<file path="config.mk">
export PLATFORM = sky130hd
export DESIGN_NAME = lut_top
export DESIGN_NICKNAME = d
export VERILOG_FILES = /design/src/logic/lut_pkg.sv /design/src/logic/lut_top.sv /design/src/logic/lut_wb_slave.sv /design/src/logic/lut_result_unpack.sv /design/src/logic/lut_decoder.sv
export SDC_FILE = /design/constraint.sdc
export NUM_CORES = 1
export LEC_CHECK = 0
export BUFFER_PORTS_ARGS = -buffer_cell sky130_fd_sc_hd__buf_2
export CORE_ASPECT_RATIO = 0.9
export CORE_MARGIN = 2
export CORE_UTILIZATION = 55
export DETAILED_ROUTE_END_ITERATION = 7
export GPL_ROUTABILITY_DRIVEN = 0
export PLACE_DENSITY = 0.72
export SYNTH_ARGS = -nofsm -noshare
export SYNTH_HDL_FRONTEND = slang
export SYNTH_SLANG_ARGS = --single-unit
export TNS_END_PERCENT = 1
</file>
<file path="constraint.sdc">
create_clock -name clk -period 5 [get_ports clk]
set_input_delay 1 -clock clk [delete_from_list [all_inputs] [get_ports clk]]
set_output_delay 1 -clock clk [all_outputs]
set_load 0.05 [all_outputs]
</file>
<file path="src/logic/lut_pkg.sv">
// Coefficient lookup shared definitions
package lut_pkg;

   // --------------------------------------------------
   // Widths
   // --------------------------------------------------
   // Binary X and Y width
   localparam int WD = 24;
   // Binary u and v width
   localparam int WC = 16;
   // Integer bits of every coefficient
   localparam int WI = 8;
   // Table depth and index width
   localparam int NIDX = 16;
   localparam int IW = 4;
   // Bus data width
   localparam int BUS_DW = 32;

   // --------------------------------------------------
   // Bus address map, word addresses
   // --------------------------------------------------
   localparam logic [2:0] ADDR_INDEX  = 3'd0;
   localparam logic [2:0] ADDR_X      = 3'd1;
   localparam logic [2:0] ADDR_Y      = 3'd2;
   localparam logic [2:0] ADDR_UV     = 3'd3;
   localparam logic [2:0] ADDR_INT    = 3'd4;
   localparam logic [2:0] ADDR_STATUS = 3'd5;

   // --------------------------------------------------
   // Types
   // --------------------------------------------------
   // One pos and one neg bit per digit
   typedef struct packed {
      logic [WD-1:0] pos;
      logic [WD-1:0] neg;
   } lut_csd_t;

   // Lookup output, 128 bits
   typedef struct packed {
      lut_csd_t      x;
      lut_csd_t      y;
      logic [WC-1:0] u;
      logic [WC-1:0] v;
   } lut_entry_t;

   // Fixed-point fields, integer part on top
   typedef struct packed {
      logic signed [WI-1:0] int_part;
      logic [WD-WI-1:0]     frac;
   } fix_wd_s;

   typedef struct packed {
      logic signed [WI-1:0] int_part;
      logic [WC-WI-1:0]     frac;
   } fix_wc_s;

   // Same word seen as raw bits or as fields
   typedef union packed {
      logic [WD-1:0] raw;
      fix_wd_s       f;
   } fix_wd_u;

   typedef union packed {
      logic [WC-1:0] raw;
      fix_wc_s       f;
   } fix_wc_u;

   // Unpacker output bundle
   typedef struct packed {
      fix_wd_u x;
      fix_wd_u y;
      fix_wc_u u;
      fix_wc_u v;
   } lut_result_t;

   // --------------------------------------------------
   // Table rule
   // --------------------------------------------------
   // X(i) = i*4096 + i*341, wrapped
   function automatic logic [WD-1:0] lut_rule_x(input logic [IW-1:0] i);
      int v;
      v = int'(i) * 4096 + int'(i) * 341;
      return WD'(v);
   endfunction

   // Y is the negation of X
   function automatic logic [WD-1:0] lut_rule_y(input logic [IW-1:0] i);
      return -lut_rule_x(i);
   endfunction

   // u(i) = i*291, wrapped
   function automatic logic [WC-1:0] lut_rule_u(input logic [IW-1:0] i);
      int v;
      v = int'(i) * 291;
      return WC'(v);
   endfunction

   // v is the bitwise inverse of u
   function automatic logic [WC-1:0] lut_rule_v(input logic [IW-1:0] i);
      return ~lut_rule_u(i);
   endfunction

   // Non-adjacent form of a two's-complement word
   function automatic lut_csd_t csd_encode(input logic [WD-1:0] bin);
      logic signed [WD+1:0] k;
      lut_csd_t             c;
      k = signed'(bin);
      c = '0;
      for (int n = 0; n < WD; n++) begin
         // Odd remainder picks +1 or -1 so the next digit is zero
         if (k[0]) begin
            if (k[1]) begin
               c.neg[n] = 1'b1;
               k = k + 1;
            end else begin
               c.pos[n] = 1'b1;
               k = k - 1;
            end
         end
         k = k >>> 1;
      end
      return c;
   endfunction

endpackage
</file>
<file path="src/logic/lut_top.sv">
// Coefficient lookup subsystem top
`timescale 1ns/10ps

module lut_top (
   input  logic                        clk,
   input  logic                        rst,
   // Wishbone classic
   input  logic                        cyc,
   input  logic                        stb,
   input  logic                        we,
   input  logic [2:0]                  adr,
   input  logic [lut_pkg::BUS_DW-1:0]  dat_w,
   output logic [lut_pkg::BUS_DW-1:0]  dat_r,
   output logic                        ack
);

   // --------------------------------------------------
   // Pipeline links
   // --------------------------------------------------
   logic [lut_pkg::IW-1:0]  index;
   logic                    index_load;
   lut_pkg::lut_entry_t     entry;
   logic                    entry_valid;
   lut_pkg::lut_result_t    result;
   logic                    result_valid;

   // Bus registers and status
   lut_wb_slave u_wb_slave (
      .clk          (clk),
      .rst          (rst),
      .cyc          (cyc),
      .stb          (stb),
      .we           (we),
      .adr          (adr),
      .dat_w        (dat_w),
      .dat_r        (dat_r),
      .ack          (ack),
      .index        (index),
      .index_load   (index_load),
      .result       (result),
      .result_valid (result_valid)
   );

   // Table fetch, one cycle
   lut_decoder u_decoder (
      .clk          (clk),
      .rst          (rst),
      .index        (index),
      .index_load   (index_load),
      .entry        (entry),
      .entry_valid  (entry_valid)
   );

   // CSD conversion and field split, one cycle
   lut_result_unpack u_result_unpack (
      .clk          (clk),
      .rst          (rst),
      .entry        (entry),
      .entry_valid  (entry_valid),
      .result       (result),
      .result_valid (result_valid)
   );

endmodule

</file>
<file path="src/logic/lut_wb_slave.sv">
// Wishbone classic register slave
`timescale 1ns/10ps

module lut_wb_slave (
   input  logic                           clk,
   input  logic                           rst,
   // Wishbone classic
   input  logic                           cyc,
   input  logic                           stb,
   input  logic                           we,
   input  logic [2:0]                     adr,
   input  logic [lut_pkg::BUS_DW-1:0]     dat_w,
   output logic [lut_pkg::BUS_DW-1:0]     dat_r,
   output logic                           ack,
   // Lookup request
   output logic [lut_pkg::IW-1:0]         index,
   output logic                           index_load,
   // Unpacked result
   input  lut_pkg::lut_result_t           result,
   input  logic                           result_valid
);

   // New access with strobe seen and not yet acked
   logic                        access;
   // Index write in its strobe cycle
   logic                        wr_index;
   // Status flag
   logic                        ready;
   logic [lut_pkg::BUS_DW-1:0]  rd_data;

   assign access   = cyc && stb && !ack;
   assign wr_index = access && we && (adr == lut_pkg::ADDR_INDEX);

   // --------------------------------------------------
   // Handshake and control
   // --------------------------------------------------
   always_ff @(posedge clk) begin
      if (rst) begin
         ack        <= 1'b0;
         index_load <= 1'b0;
         ready      <= 1'b0;
      end else begin
         // Single-cycle ack one cycle after strobe
         ack        <= access;
         // Load pulse lines up with the write ack
         index_load <= wr_index;
         // Index write wins over a finishing lookup
         if (wr_index) begin
            ready <= 1'b0;
         end else if (result_valid && !index_load) begin
            // Only the newest lookup sets ready
            ready <= 1'b1;
         end
      end
   end

   // --------------------------------------------------
   // Read multiplexer
   // --------------------------------------------------
   always_comb begin
      case (adr)
         lut_pkg::ADDR_X: begin
            // Sign extension to the bus width
            rd_data = {{(lut_pkg::BUS_DW-lut_pkg::WD){result.x.raw[lut_pkg::WD-1]}},
                       result.x.raw};
         end
         lut_pkg::ADDR_Y: begin
            rd_data = {{(lut_pkg::BUS_DW-lut_pkg::WD){result.y.raw[lut_pkg::WD-1]}},
                       result.y.raw};
         end
         lut_pkg::ADDR_UV: begin
            rd_data = {result.u.raw, result.v.raw};
         end
         lut_pkg::ADDR_INT: begin
            // Integer view of X and Y
            rd_data = {{(lut_pkg::BUS_DW-2*lut_pkg::WI){1'b0}},
                       result.x.f.int_part, result.y.f.int_part};
         end
         lut_pkg::ADDR_STATUS: begin
            rd_data = {{(lut_pkg::BUS_DW-1){1'b0}}, ready};
         end
         default: begin
            // Write-only index and spare addresses read zero
            rd_data = '0;
         end
      endcase
   end

   // --------------------------------------------------
   // Data registers
   // --------------------------------------------------
   always_ff @(posedge clk) begin
      // Writes elsewhere are acked and dropped
      if (wr_index) begin
         index <= dat_w[lut_pkg::IW-1:0];
      end
      // Read data valid in the ack cycle
      if (access && !we) begin
         dat_r <= rd_data;
      end
   end

   // --------------------------------------------------
   // Checks
   // --------------------------------------------------
   // Ack rises only for a live strobe held from the cycle before
   a_ack_cause: assert property (
      @(posedge clk) disable iff (rst) $rose(ack) |-> cyc && stb && $past(cyc && stb)
   );

   // Never two acks in a row
   a_ack_single: assert property (
      @(posedge clk) disable iff (rst) ack |=> !ack
   );

endmodule

</file>
<file path="src/logic/lut_result_unpack.sv">
// CSD to fixed-point result unpacker
`timescale 1ns/10ps

module lut_result_unpack (
   input  logic                  clk,
   input  logic                  rst,
   input  lut_pkg::lut_entry_t   entry,
   input  logic                  entry_valid,
   output lut_pkg::lut_result_t  result,
   output logic                  result_valid
);

   // --------------------------------------------------
   // CSD to binary
   // --------------------------------------------------
   logic [lut_pkg::WD-1:0] x_bin;
   logic [lut_pkg::WD-1:0] y_bin;
   // Next result built field by field
   lut_pkg::lut_result_t   res_d;

   // Positive digits minus negative digits modulo 2^WD
   assign x_bin = entry.x.pos - entry.x.neg;
   assign y_bin = entry.y.pos - entry.y.neg;

   // --------------------------------------------------
   // Integer and fraction split
   // --------------------------------------------------
   always_comb begin
      // Top WI bits are the signed integer part
      res_d.x.f.int_part = x_bin[lut_pkg::WD-1 -: lut_pkg::WI];
      res_d.x.f.frac     = x_bin[lut_pkg::WD-lut_pkg::WI-1:0];
      res_d.y.f.int_part = y_bin[lut_pkg::WD-1 -: lut_pkg::WI];
      res_d.y.f.frac     = y_bin[lut_pkg::WD-lut_pkg::WI-1:0];
      // u and v are already binary
      res_d.u.f.int_part = entry.u[lut_pkg::WC-1 -: lut_pkg::WI];
      res_d.u.f.frac     = entry.u[lut_pkg::WC-lut_pkg::WI-1:0];
      res_d.v.f.int_part = entry.v[lut_pkg::WC-1 -: lut_pkg::WI];
      res_d.v.f.frac     = entry.v[lut_pkg::WC-lut_pkg::WI-1:0];
   end

   // --------------------------------------------------
   // Result register
   // --------------------------------------------------
   // Last lookup result and its valid strobe
   always_ff @(posedge clk) begin
      if (rst) begin
         result       <= '0;
         result_valid <= 1'b0;
      end else begin
         result_valid <= entry_valid;
         if (entry_valid) begin
            result <= res_d;
         end
      end
   end

   // --------------------------------------------------
   // Checks
   // --------------------------------------------------
   // Every entry produces a result on the next cycle
   a_valid_follows: assert property (
      @(posedge clk) disable iff (rst) entry_valid |=> result_valid
   );

   // No result without an entry one cycle earlier
   a_valid_cause: assert property (
      @(posedge clk) disable iff (rst) result_valid |-> $past(entry_valid)
   );

endmodule

</file>
<file path="src/logic/lut_decoder.sv">
// Coefficient table lookup
`timescale 1ns/10ps

module lut_decoder (
   input  logic                      clk,
   input  logic                      rst,
   input  logic [lut_pkg::IW-1:0]    index,
   input  logic                      index_load,
   output lut_pkg::lut_entry_t       entry,
   output logic                      entry_valid
);

   // --------------------------------------------------
   // Constant table
   // --------------------------------------------------
   // One entry per index, X and Y already in CSD
   lut_pkg::lut_entry_t lut_rom [lut_pkg::NIDX];

   // Digit rules of a canonical word
   function automatic logic csd_ok(input lut_pkg::lut_csd_t c);
      logic [lut_pkg::WD-1:0] nz;
      nz = c.pos | c.neg;
      // No digit both +1 and -1, no two nonzero neighbours
      return ((c.pos & c.neg) == '0) && ((nz & (nz >> 1)) == '0);
   endfunction

   for (genvar g = 0; g < lut_pkg::NIDX; g++) begin : g_rom
      // Folded to constants at elaboration
      assign lut_rom[g].x = lut_pkg::csd_encode(lut_pkg::lut_rule_x(lut_pkg::IW'(g)));
      assign lut_rom[g].y = lut_pkg::csd_encode(lut_pkg::lut_rule_y(lut_pkg::IW'(g)));
      assign lut_rom[g].u = lut_pkg::lut_rule_u(lut_pkg::IW'(g));
      assign lut_rom[g].v = lut_pkg::lut_rule_v(lut_pkg::IW'(g));

      // Encoder output must stay in non-adjacent form
      a_csd_form: assert property (
         @(posedge clk) csd_ok(lut_rom[g].x) && csd_ok(lut_rom[g].y)
      );
   end

   // --------------------------------------------------
   // Output register
   // --------------------------------------------------
   // Valid strobe, one cycle behind the load
   always_ff @(posedge clk) begin
      if (rst) begin
         entry_valid <= 1'b0;
      end else begin
         entry_valid <= index_load;
      end
   end

   // Entry payload
   always_ff @(posedge clk) begin
      if (index_load) begin
         entry <= lut_rom[index];
      end
   end

endmodule

</file>
==> results.toml, run 1 <==
[outcome]
status = "completed"

[clock_tree]
hold_buffers = 0
cts_resized = 0
clkLatencyLatePin_ns = 0.43
clkTransAtPathRegs_ns = 0.06
postCtsSetupBuffers = 0
clockBufferDepth = 2
cts_root_buf = "clkbuf_16"
cts_tree = "yes"
htreeDepth = 4
cts.sinks = 156
cts_buffers = 17

[synth]
synthArstFlopShare_pct = 0
synth-edff-count = 79
synth_top_cell_by_area = "edfxtp_1"
netlist_top_cells_count = "86 x nor2_1, 79 x edfxtp_1, 77 x dfxtp_1"
ys_types = 59
netlist.area_leader.share_pct = 32.01
ys_seq_area_share_pct = 52.80
syn-num-nets = 790
ys_ff_latch = 156
yosys_warnings = 0
netlist_instances = 723
synth.most_common_cell = "nor2_1"
synth_area_um2 = 7412
netlist_top_cells_area = "edfxtp_1 32%, dfxtp_1 21%, nor2_1 4.4%"
synth_area_per_cell_um2 = 10.25
synthFlopType = "edfxtp_1"

[floorplan]
start_util_pct = 55.89
placementRows = 40
die_w_um = 126.4
dieArea_um2 = 14420
io_pins = 73
design.core.area_um2 = 13260
dieHeight_um = 114.1

[detailed_routing]
drtIter0Drc = 472
vias_per_cell = 5.898
post_drt_wl_per_cell_um = 18.26
ant_nets = 0
vias = 5462
routed_wl_um = 16910
dr.pass1.iters = 5
drc_errors = 0

[final_layout]
final_util_pct = 62.50
layout-drive-gt1-share_pct = 15.30
area_delta_synth_final_pct = 11.83
diodes = 0
finalNetCount = 812

[global_route]
grt_max_degree = 74
grt_pass1_vias = 5120
antenna_found_initial = 0
grt_first_pass_wirelength_um = 27040
overflow = 0
gr-usage-all-layers_pct = 24.36

[timing]
finalCritPeriodShare_pct = 52.48
setup_viol = 0
min_period_ns = 2.624
drv_slew = 0
slew_headroom_pct = 30.03
tns_ns = 0
rsz0062_at_grt = "false"
hold_violations = 0
fin_skew_ns = 0.01064
tightest_slew_ns = 1.050
fmaxAchievable_mhz = 381.1

[power_and_ir_drop]
netSwitchingFraction_pct = 21.62
p_leak_nw = 3.201
clock_power_share_pct = 47.7
peakVddDrop_mv = 0.2044
switchingPower_w = 0.0005936
internal_power_w = 0.002152
p_per_area_nw_per_um2 = 331.2
pwr-share-comb_pct = 3.2
sequentialPowerShare_pct = 49.1

[job]
drv_cap = 0

[setup_path]
worstSetupPathType = "in2reg"
worstSetupEndpointType = "flop"
crit_path_start_kind = "input pin"
cp_cell_sequence = "buf_2 > nor2b_1 > buf_4 > a22oi_1 > nor2_1 > a21o_1"
path_max_fanout = 30
crit_slowest_cell = "buf_2"
cp_data_required_time_ns = 5.30
slowest_delay_ns = 0.53
arrival_ns = 2.92

[placed_design]
io_buffers = 44
dp_hpwl_um = 11570

[min_path]
hp-class = "reg2reg"
==> cells in the final DEF (no fill, tap or decap), types with 3 or more instances in the layout <==
master and n:
nor2b_1 5, clkinv_4 4, nor2_1 85, nand2_1 56, o21bai_1 3, buf_2 44
clkbuf_16 20, and2_1 3, a21oi_1 38, xor2_1 6, buf_4 6, xnor2_1 6
and3_1 3, nor4_1 4, ha_1 25, nand3_1 16, a21o_1 16, nor3_1 9
a22oi_1 23, o21ai_0 44, a31oi_1 3, inv_1 40, nand2b_1 17, dfxtp_1 75
a211o_1 5, nand3b_1 3, mux2i_1 32, nor3b_1 7, o21a_1 5, a31o_2 3
mux2_2 19, nand4_1 4, edfxtp_1 79, a21boi_0 4, a211oi_1 7, clkinvlp_4 4
==> final cells by class <==
cell class / instances / area [µm²]
fill: 1031 / 4974
inverter: 40 / 150.1
tap: 168 / 210.2
clock buffer: 21 / 514.2
timing repair buffer: 50 / 265.3
multi-input combinational: 480 / 3128
sequential: 156 / 3916
clock inverter: 11 / 105.1
==> stage by stage <==
stage	setup WS, ns	total power [W]	instances	hold WS, ns	area [µm²]
6_report	2.376	0.002745	926	0.4576	8289
5_1_grt	2.214	0.002827	926	0.4835	8289
4_1_cts	2.423	0.002761	926	0.4558	8289
3_5_place_dp	1.974	0.001464	894	0.4414	7670
3_3_place_gp	2.083	0.001462	894	0.4333	7670
2_1_floorplan	2.232	0.001442	723	0.4238	7412
==> flip-flops by register name, summed over array words and instances, names as in the netlist <==
name,flops
u_wb_slave.ack,1
u_result_unpack.result,72
u_result_unpack.result_valid,1
u_decoder.entry_valid,1
u_wb_slave.ready,1
u_wb_slave.dat_r,29
u_wb_slave.index,4
u_wb_slave.index_load,1
u_decoder.entry,46
==> path summary, 6_finish.rpt <==
check,startpoint,to,slack (ns),cells past startpoint
max,adr[1],u_wb_slave.dat_r[25],2.38,6
min,u_result_unpack.result[63],u_result_unpack.result[63],0.46,1
max reg2reg,u_decoder.entry[104],u_result_unpack.result[78],2.64,8
min reg2reg,u_result_unpack.result[63],u_result_unpack.result[63],0.46,1
==> worst max-delay path, delay by kind of cell <==
family,cells,cell delay (ns)
AO/OA/AOI/OAI,2,0.25
buffers and inverters,2,0.85
AND/OR/NAND/NOR,2,0.79
==> metal layers <==
| metal | routed length (µm) | up-vias | track usage [%] |
|---|---|---|---|
| met2 | 7868 | 214 | 37.29 |
| met5 | 0 | - | 0 |
| met4 | 366 | 0 | 10.92 |
| met3 | 1102 | 28 | 4.953 |
| met1 | 7573 | 2620 | 33.79 |
| li1 | - | 2600 | - |
==> cells by family (layout without fill, tap and decap cells) <==
family	Yosys count	in the layout	synth area share, %
fa+ha+maj	27	27	4.760
buf+inv	87	122	5.030
xor+xnor	12	12	1.418
compound gates	172	172	15.36
simple gates	218	218	13.42
flops	156	156	52.80
mux	51	51	7.208
==> power by group through the flow <==
stage               sequential [W]  clock, W  combinational [W]
floorplan                  0.00140         0          0.0000465
global placement           0.00138         0          0.0000864
detailed placement         0.00138         0          0.0000881
CTS                        0.00135   0.00132          0.0000882
global route               0.00135   0.00138          0.0000945
finish                     0.00135   0.00131          0.0000886
Note: power is estimated with default switching activity, not from simulation.
==> run 2: changes to the inputs <==
--- a/config.mk
+++ b/config.mk
@@ -5,6 +5,7 @@
 export SDC_FILE = /design/constraint.sdc
 export NUM_CORES = 1
 export LEC_CHECK = 0
+export ABC_AREA = 1
 export BUFFER_PORTS_ARGS = -buffer_cell sky130_fd_sc_hd__buf_2
 export CORE_ASPECT_RATIO = 0.9
 export CORE_MARGIN = 2
==> constraint.sdc (replaced) <==
create_clock -name clk -period 2.6 [get_ports clk]
set_input_delay 0.52 -clock clk [delete_from_list [all_inputs] [get_ports clk]]
set_output_delay 0.52 -clock clk [all_outputs]
set_load 0.05 [all_outputs]
==> run 2 against run 1 <==
  * Via count is 9.4% higher
  * Count of clock-buffer cells in the layout increased by 3
  * Total power rose by 86%
  * Sequential power up 92%
  * Combinational power increased by 87%
  * Non-clock buffer count increased by 10
  * First-iteration DRC count rose by 41%
  * Global-route usage down 0.12 points
  * Clock skew is 0.00071 ns lower
  * Design area up 0.48%
  * Sequential share of layout area fell by 0.23 points
==> results.toml, run 2 <==
[power_and_ir_drop]
sequentialPowerShare_pct = 50.7
p_per_area_nw_per_um2 = 614.3
p_leak_nw = 3.592
switchingPower_w = 0.001091
pwr-share-comb_pct = 3.2
netSwitchingFraction_pct = 21.32
total_power_w = 0.005116
internal_power_w = 0.004025
peakVddDrop_mv = 0.7224
clock_power_share_pct = 46.1

[final_layout]
area_delta_synth_final_pct = 12.41
finalNetCount = 994
largest_reg_flops = 72
layout_commonest_cell = "nand2_1"
layout-drive-gt1-share_pct = 12.45
max_flop_register = "u_result_unpack.result"
reg.largest.list = "u_result_unpack.result (72), u_decoder.entry (46), u_wb_slave.dat_r (29)"
layout_common_cells = "214 x nand2_1, 108 x nor2_1, 106 x inv_1"
diodes = 0

[clock_tree]
postCtsSetupBuffers = 0
cts_tree = "yes"
clkTransAtPathRegs_ns = 0.06
hold_buffers = 0
cts.sinks = 156
clockBufferDepth = 2
clkLatencyLatePin_ns = 0.43
cts_buffers = 17
cts_resized = 0
htreeDepth = 4
cts_root_buf = "clkbuf_16"

[synth]
ys_seq_area_share_pct = 52.82
synth_top_family_by_area = "simple AND/OR/NAND/NOR gates"
yosys_warnings = 0
synthSimpleGateAreaFrac_pct = 22.09
synthMuxAreaShare_pct = 0
synth_area_um2 = 7410
synth_top_cell_by_area = "edfxtp_1"
synthAdderAreaFrac_pct = 4.762
netlist_top_cells_count = "214 x nand2_1, 109 x nor2_1, 107 x inv_1"
synth.most_common_cell = "nand2_1"
synth-compound-area-share_pct = 11.28
netlist.area_leader.share_pct = 32.02
netlist_top_cells_area = "edfxtp_1 32%, dfxtp_1 21%, nand2_1 11%"
netlist_instances = 890
synth_area_per_cell_um2 = 8.325
ys_types = 36
synthFlopType = "edfxtp_1"
ys_ff_latch = 156
synth-edff-count = 79
synth_xor_area_share_pct = 0.5910
syn-num-nets = 957
synthArstFlopShare_pct = 0

[detailed_routing]
post_drt_wl_per_cell_um = 15.24
dr.pass1.iters = 5
vias = 5978
drc_errors = 0
routed_wl_um = 16890
ant_nets = 0
drtIter0Drc = 665
vias_per_cell = 5.395

[setup_path]
arrival_ns = 2.36
worstSetupPathType = "reg2reg"
crit_path_start_kind = "flop"
worstSetupEndpointType = "flop"
cp_data_required_time_ns = 2.92
path_max_fanout = 10

[timing]
fin_skew_ns = 0.009933
rsz0062_at_grt = "false"
hold_violations = 0
finalCritPeriodShare_pct = 78.42
setup_viol = 0
slew_headroom_pct = 60.84
drv_slew = 0
fmaxAchievable_mhz = 490.4
tightest_slew_ns = 0.5874
tns_ns = 0
min_period_ns = 2.039

[global_route]
antenna_found_initial = 0
gr-usage-met1_pct = 34.93
grt_pass1_vias = 5231
overflow = 0
gr-usage-all-layers_pct = 24.24
busiest_layer = "met2"
grt_use_met2_pct = 37.33
grt_max_degree = 63
grt_first_pass_wirelength_um = 27100
use_met3_pct = 4.579

[floorplan]
start_util_pct = 55.87
placementRows = 40
dieArea_um2 = 14420
io_pins = 73
die_w_um = 126.3
design.core.area_um2 = 13260
dieHeight_um = 114.1

[job]
drv_cap = 0

[outcome]
status = "completed"

[placed_design]
dp_hpwl_um = 12320
io_buffers = 44

[min_path]
hp-class = "in2reg"
## run 2: changes by cell type after synthesis, sizes merged, moves of 21 or more
| cell | change |
|---|---|
| a21oi | +28 |
| a22oi | -21 |
| inv | +72 |
| mux2i | -32 |
| nand2 | +164 |
| nor2 | +28 |
## run 2: layer usage
layer | wire length (µm) | share of wire [%] | up-vias
met3 | 916 | 5.4 | 30
met1 | 7984 | 47 | 2773
met4 | 321 | 1.9 | 0
met2 | 7669 | 45 | 193
met5 | 0 | 0 | -
li1 | - | - | 2982
## run 2: layout make-up
type | instances | area, µm²
inverters | 113 | 424.2
multi-input cells | 579 | 2872
clock inverters | 8 | 85.08
flip-flops and latches | 156 | 3916
fillers | 1140 | 4933
repair buffers | 60 | 340.3
well taps | 168 | 210.2
clock buffers | 24 | 481.7
## run 2: critical path: stages, from the launching register on
cell and delay, ns:
edfxtp_1 0.44, ha_1 0.56, nand2_1 0.13, inv_1 0.11, nand2_2 0.08, nor2_2 0.14
nand2_1 0.09, nand3_1 0.11, nand2_1 0.05, nor2_1 0.16, nor2_1 0.05
## run 2: per-stage QoR
| step | std cells | util, % | cell area, µm² | worst slack [ns] | hold WS, ns |
|---|---|---|---|---|---|
| finish | 1108 | 62.80 | 8329 | 0.5610 | 0.2670 |
| CTS | 1108 | 62.80 | 8329 | 0.5750 | 0.2616 |
| global route | 1108 | 62.80 | 8329 | 0.3566 | 0.2569 |
| detailed placement | 1076 | 58.53 | 7762 | 0.5776 | 0.4481 |
| floorplan | 890 | - | 7410 | 0.2207 | 0.4289 |
| global placement | 1076 | 58.53 | 7762 | 0.6081 | 0.4415 |
## run 2: power by group through the flow
stage	combinational [W]	clock (W)	sequential [W]
final	0.000166	0.00236	0.00259
after floorplan	0.0000760	0	0.00268
after CTS	0.000165	0.00238	0.00259
after global routing	0.000178	0.00249	0.00259
after global placement	0.000162	0	0.00264
after detailed placement	0.000164	0	0.00264
## run 2: path summary, 6_finish.rpt
path                                endpoint  cells past startpoint                  startpoint  slack (ns)
setup / recovery  u_result_unpack.result[47]                     10         u_decoder.entry[89]        0.56
hold / removal           u_wb_slave.index[0]                      1                    dat_w[0]        0.27
setup reg to reg  u_result_unpack.result[47]                     10         u_decoder.entry[89]        0.56
hold reg to reg   u_result_unpack.result[28]                      2  u_result_unpack.result[28]        0.46
## run 2: cell families (layout without fill, tap and decap cells)
logic type / after synthesis / in the layout
fa+ha+maj: 27 / 27
flops: 156 / 156
xor+xnor: 5 / 5
buf+inv: 155 / 205
compound gates: 152 / 152
simple gates: 395 / 395
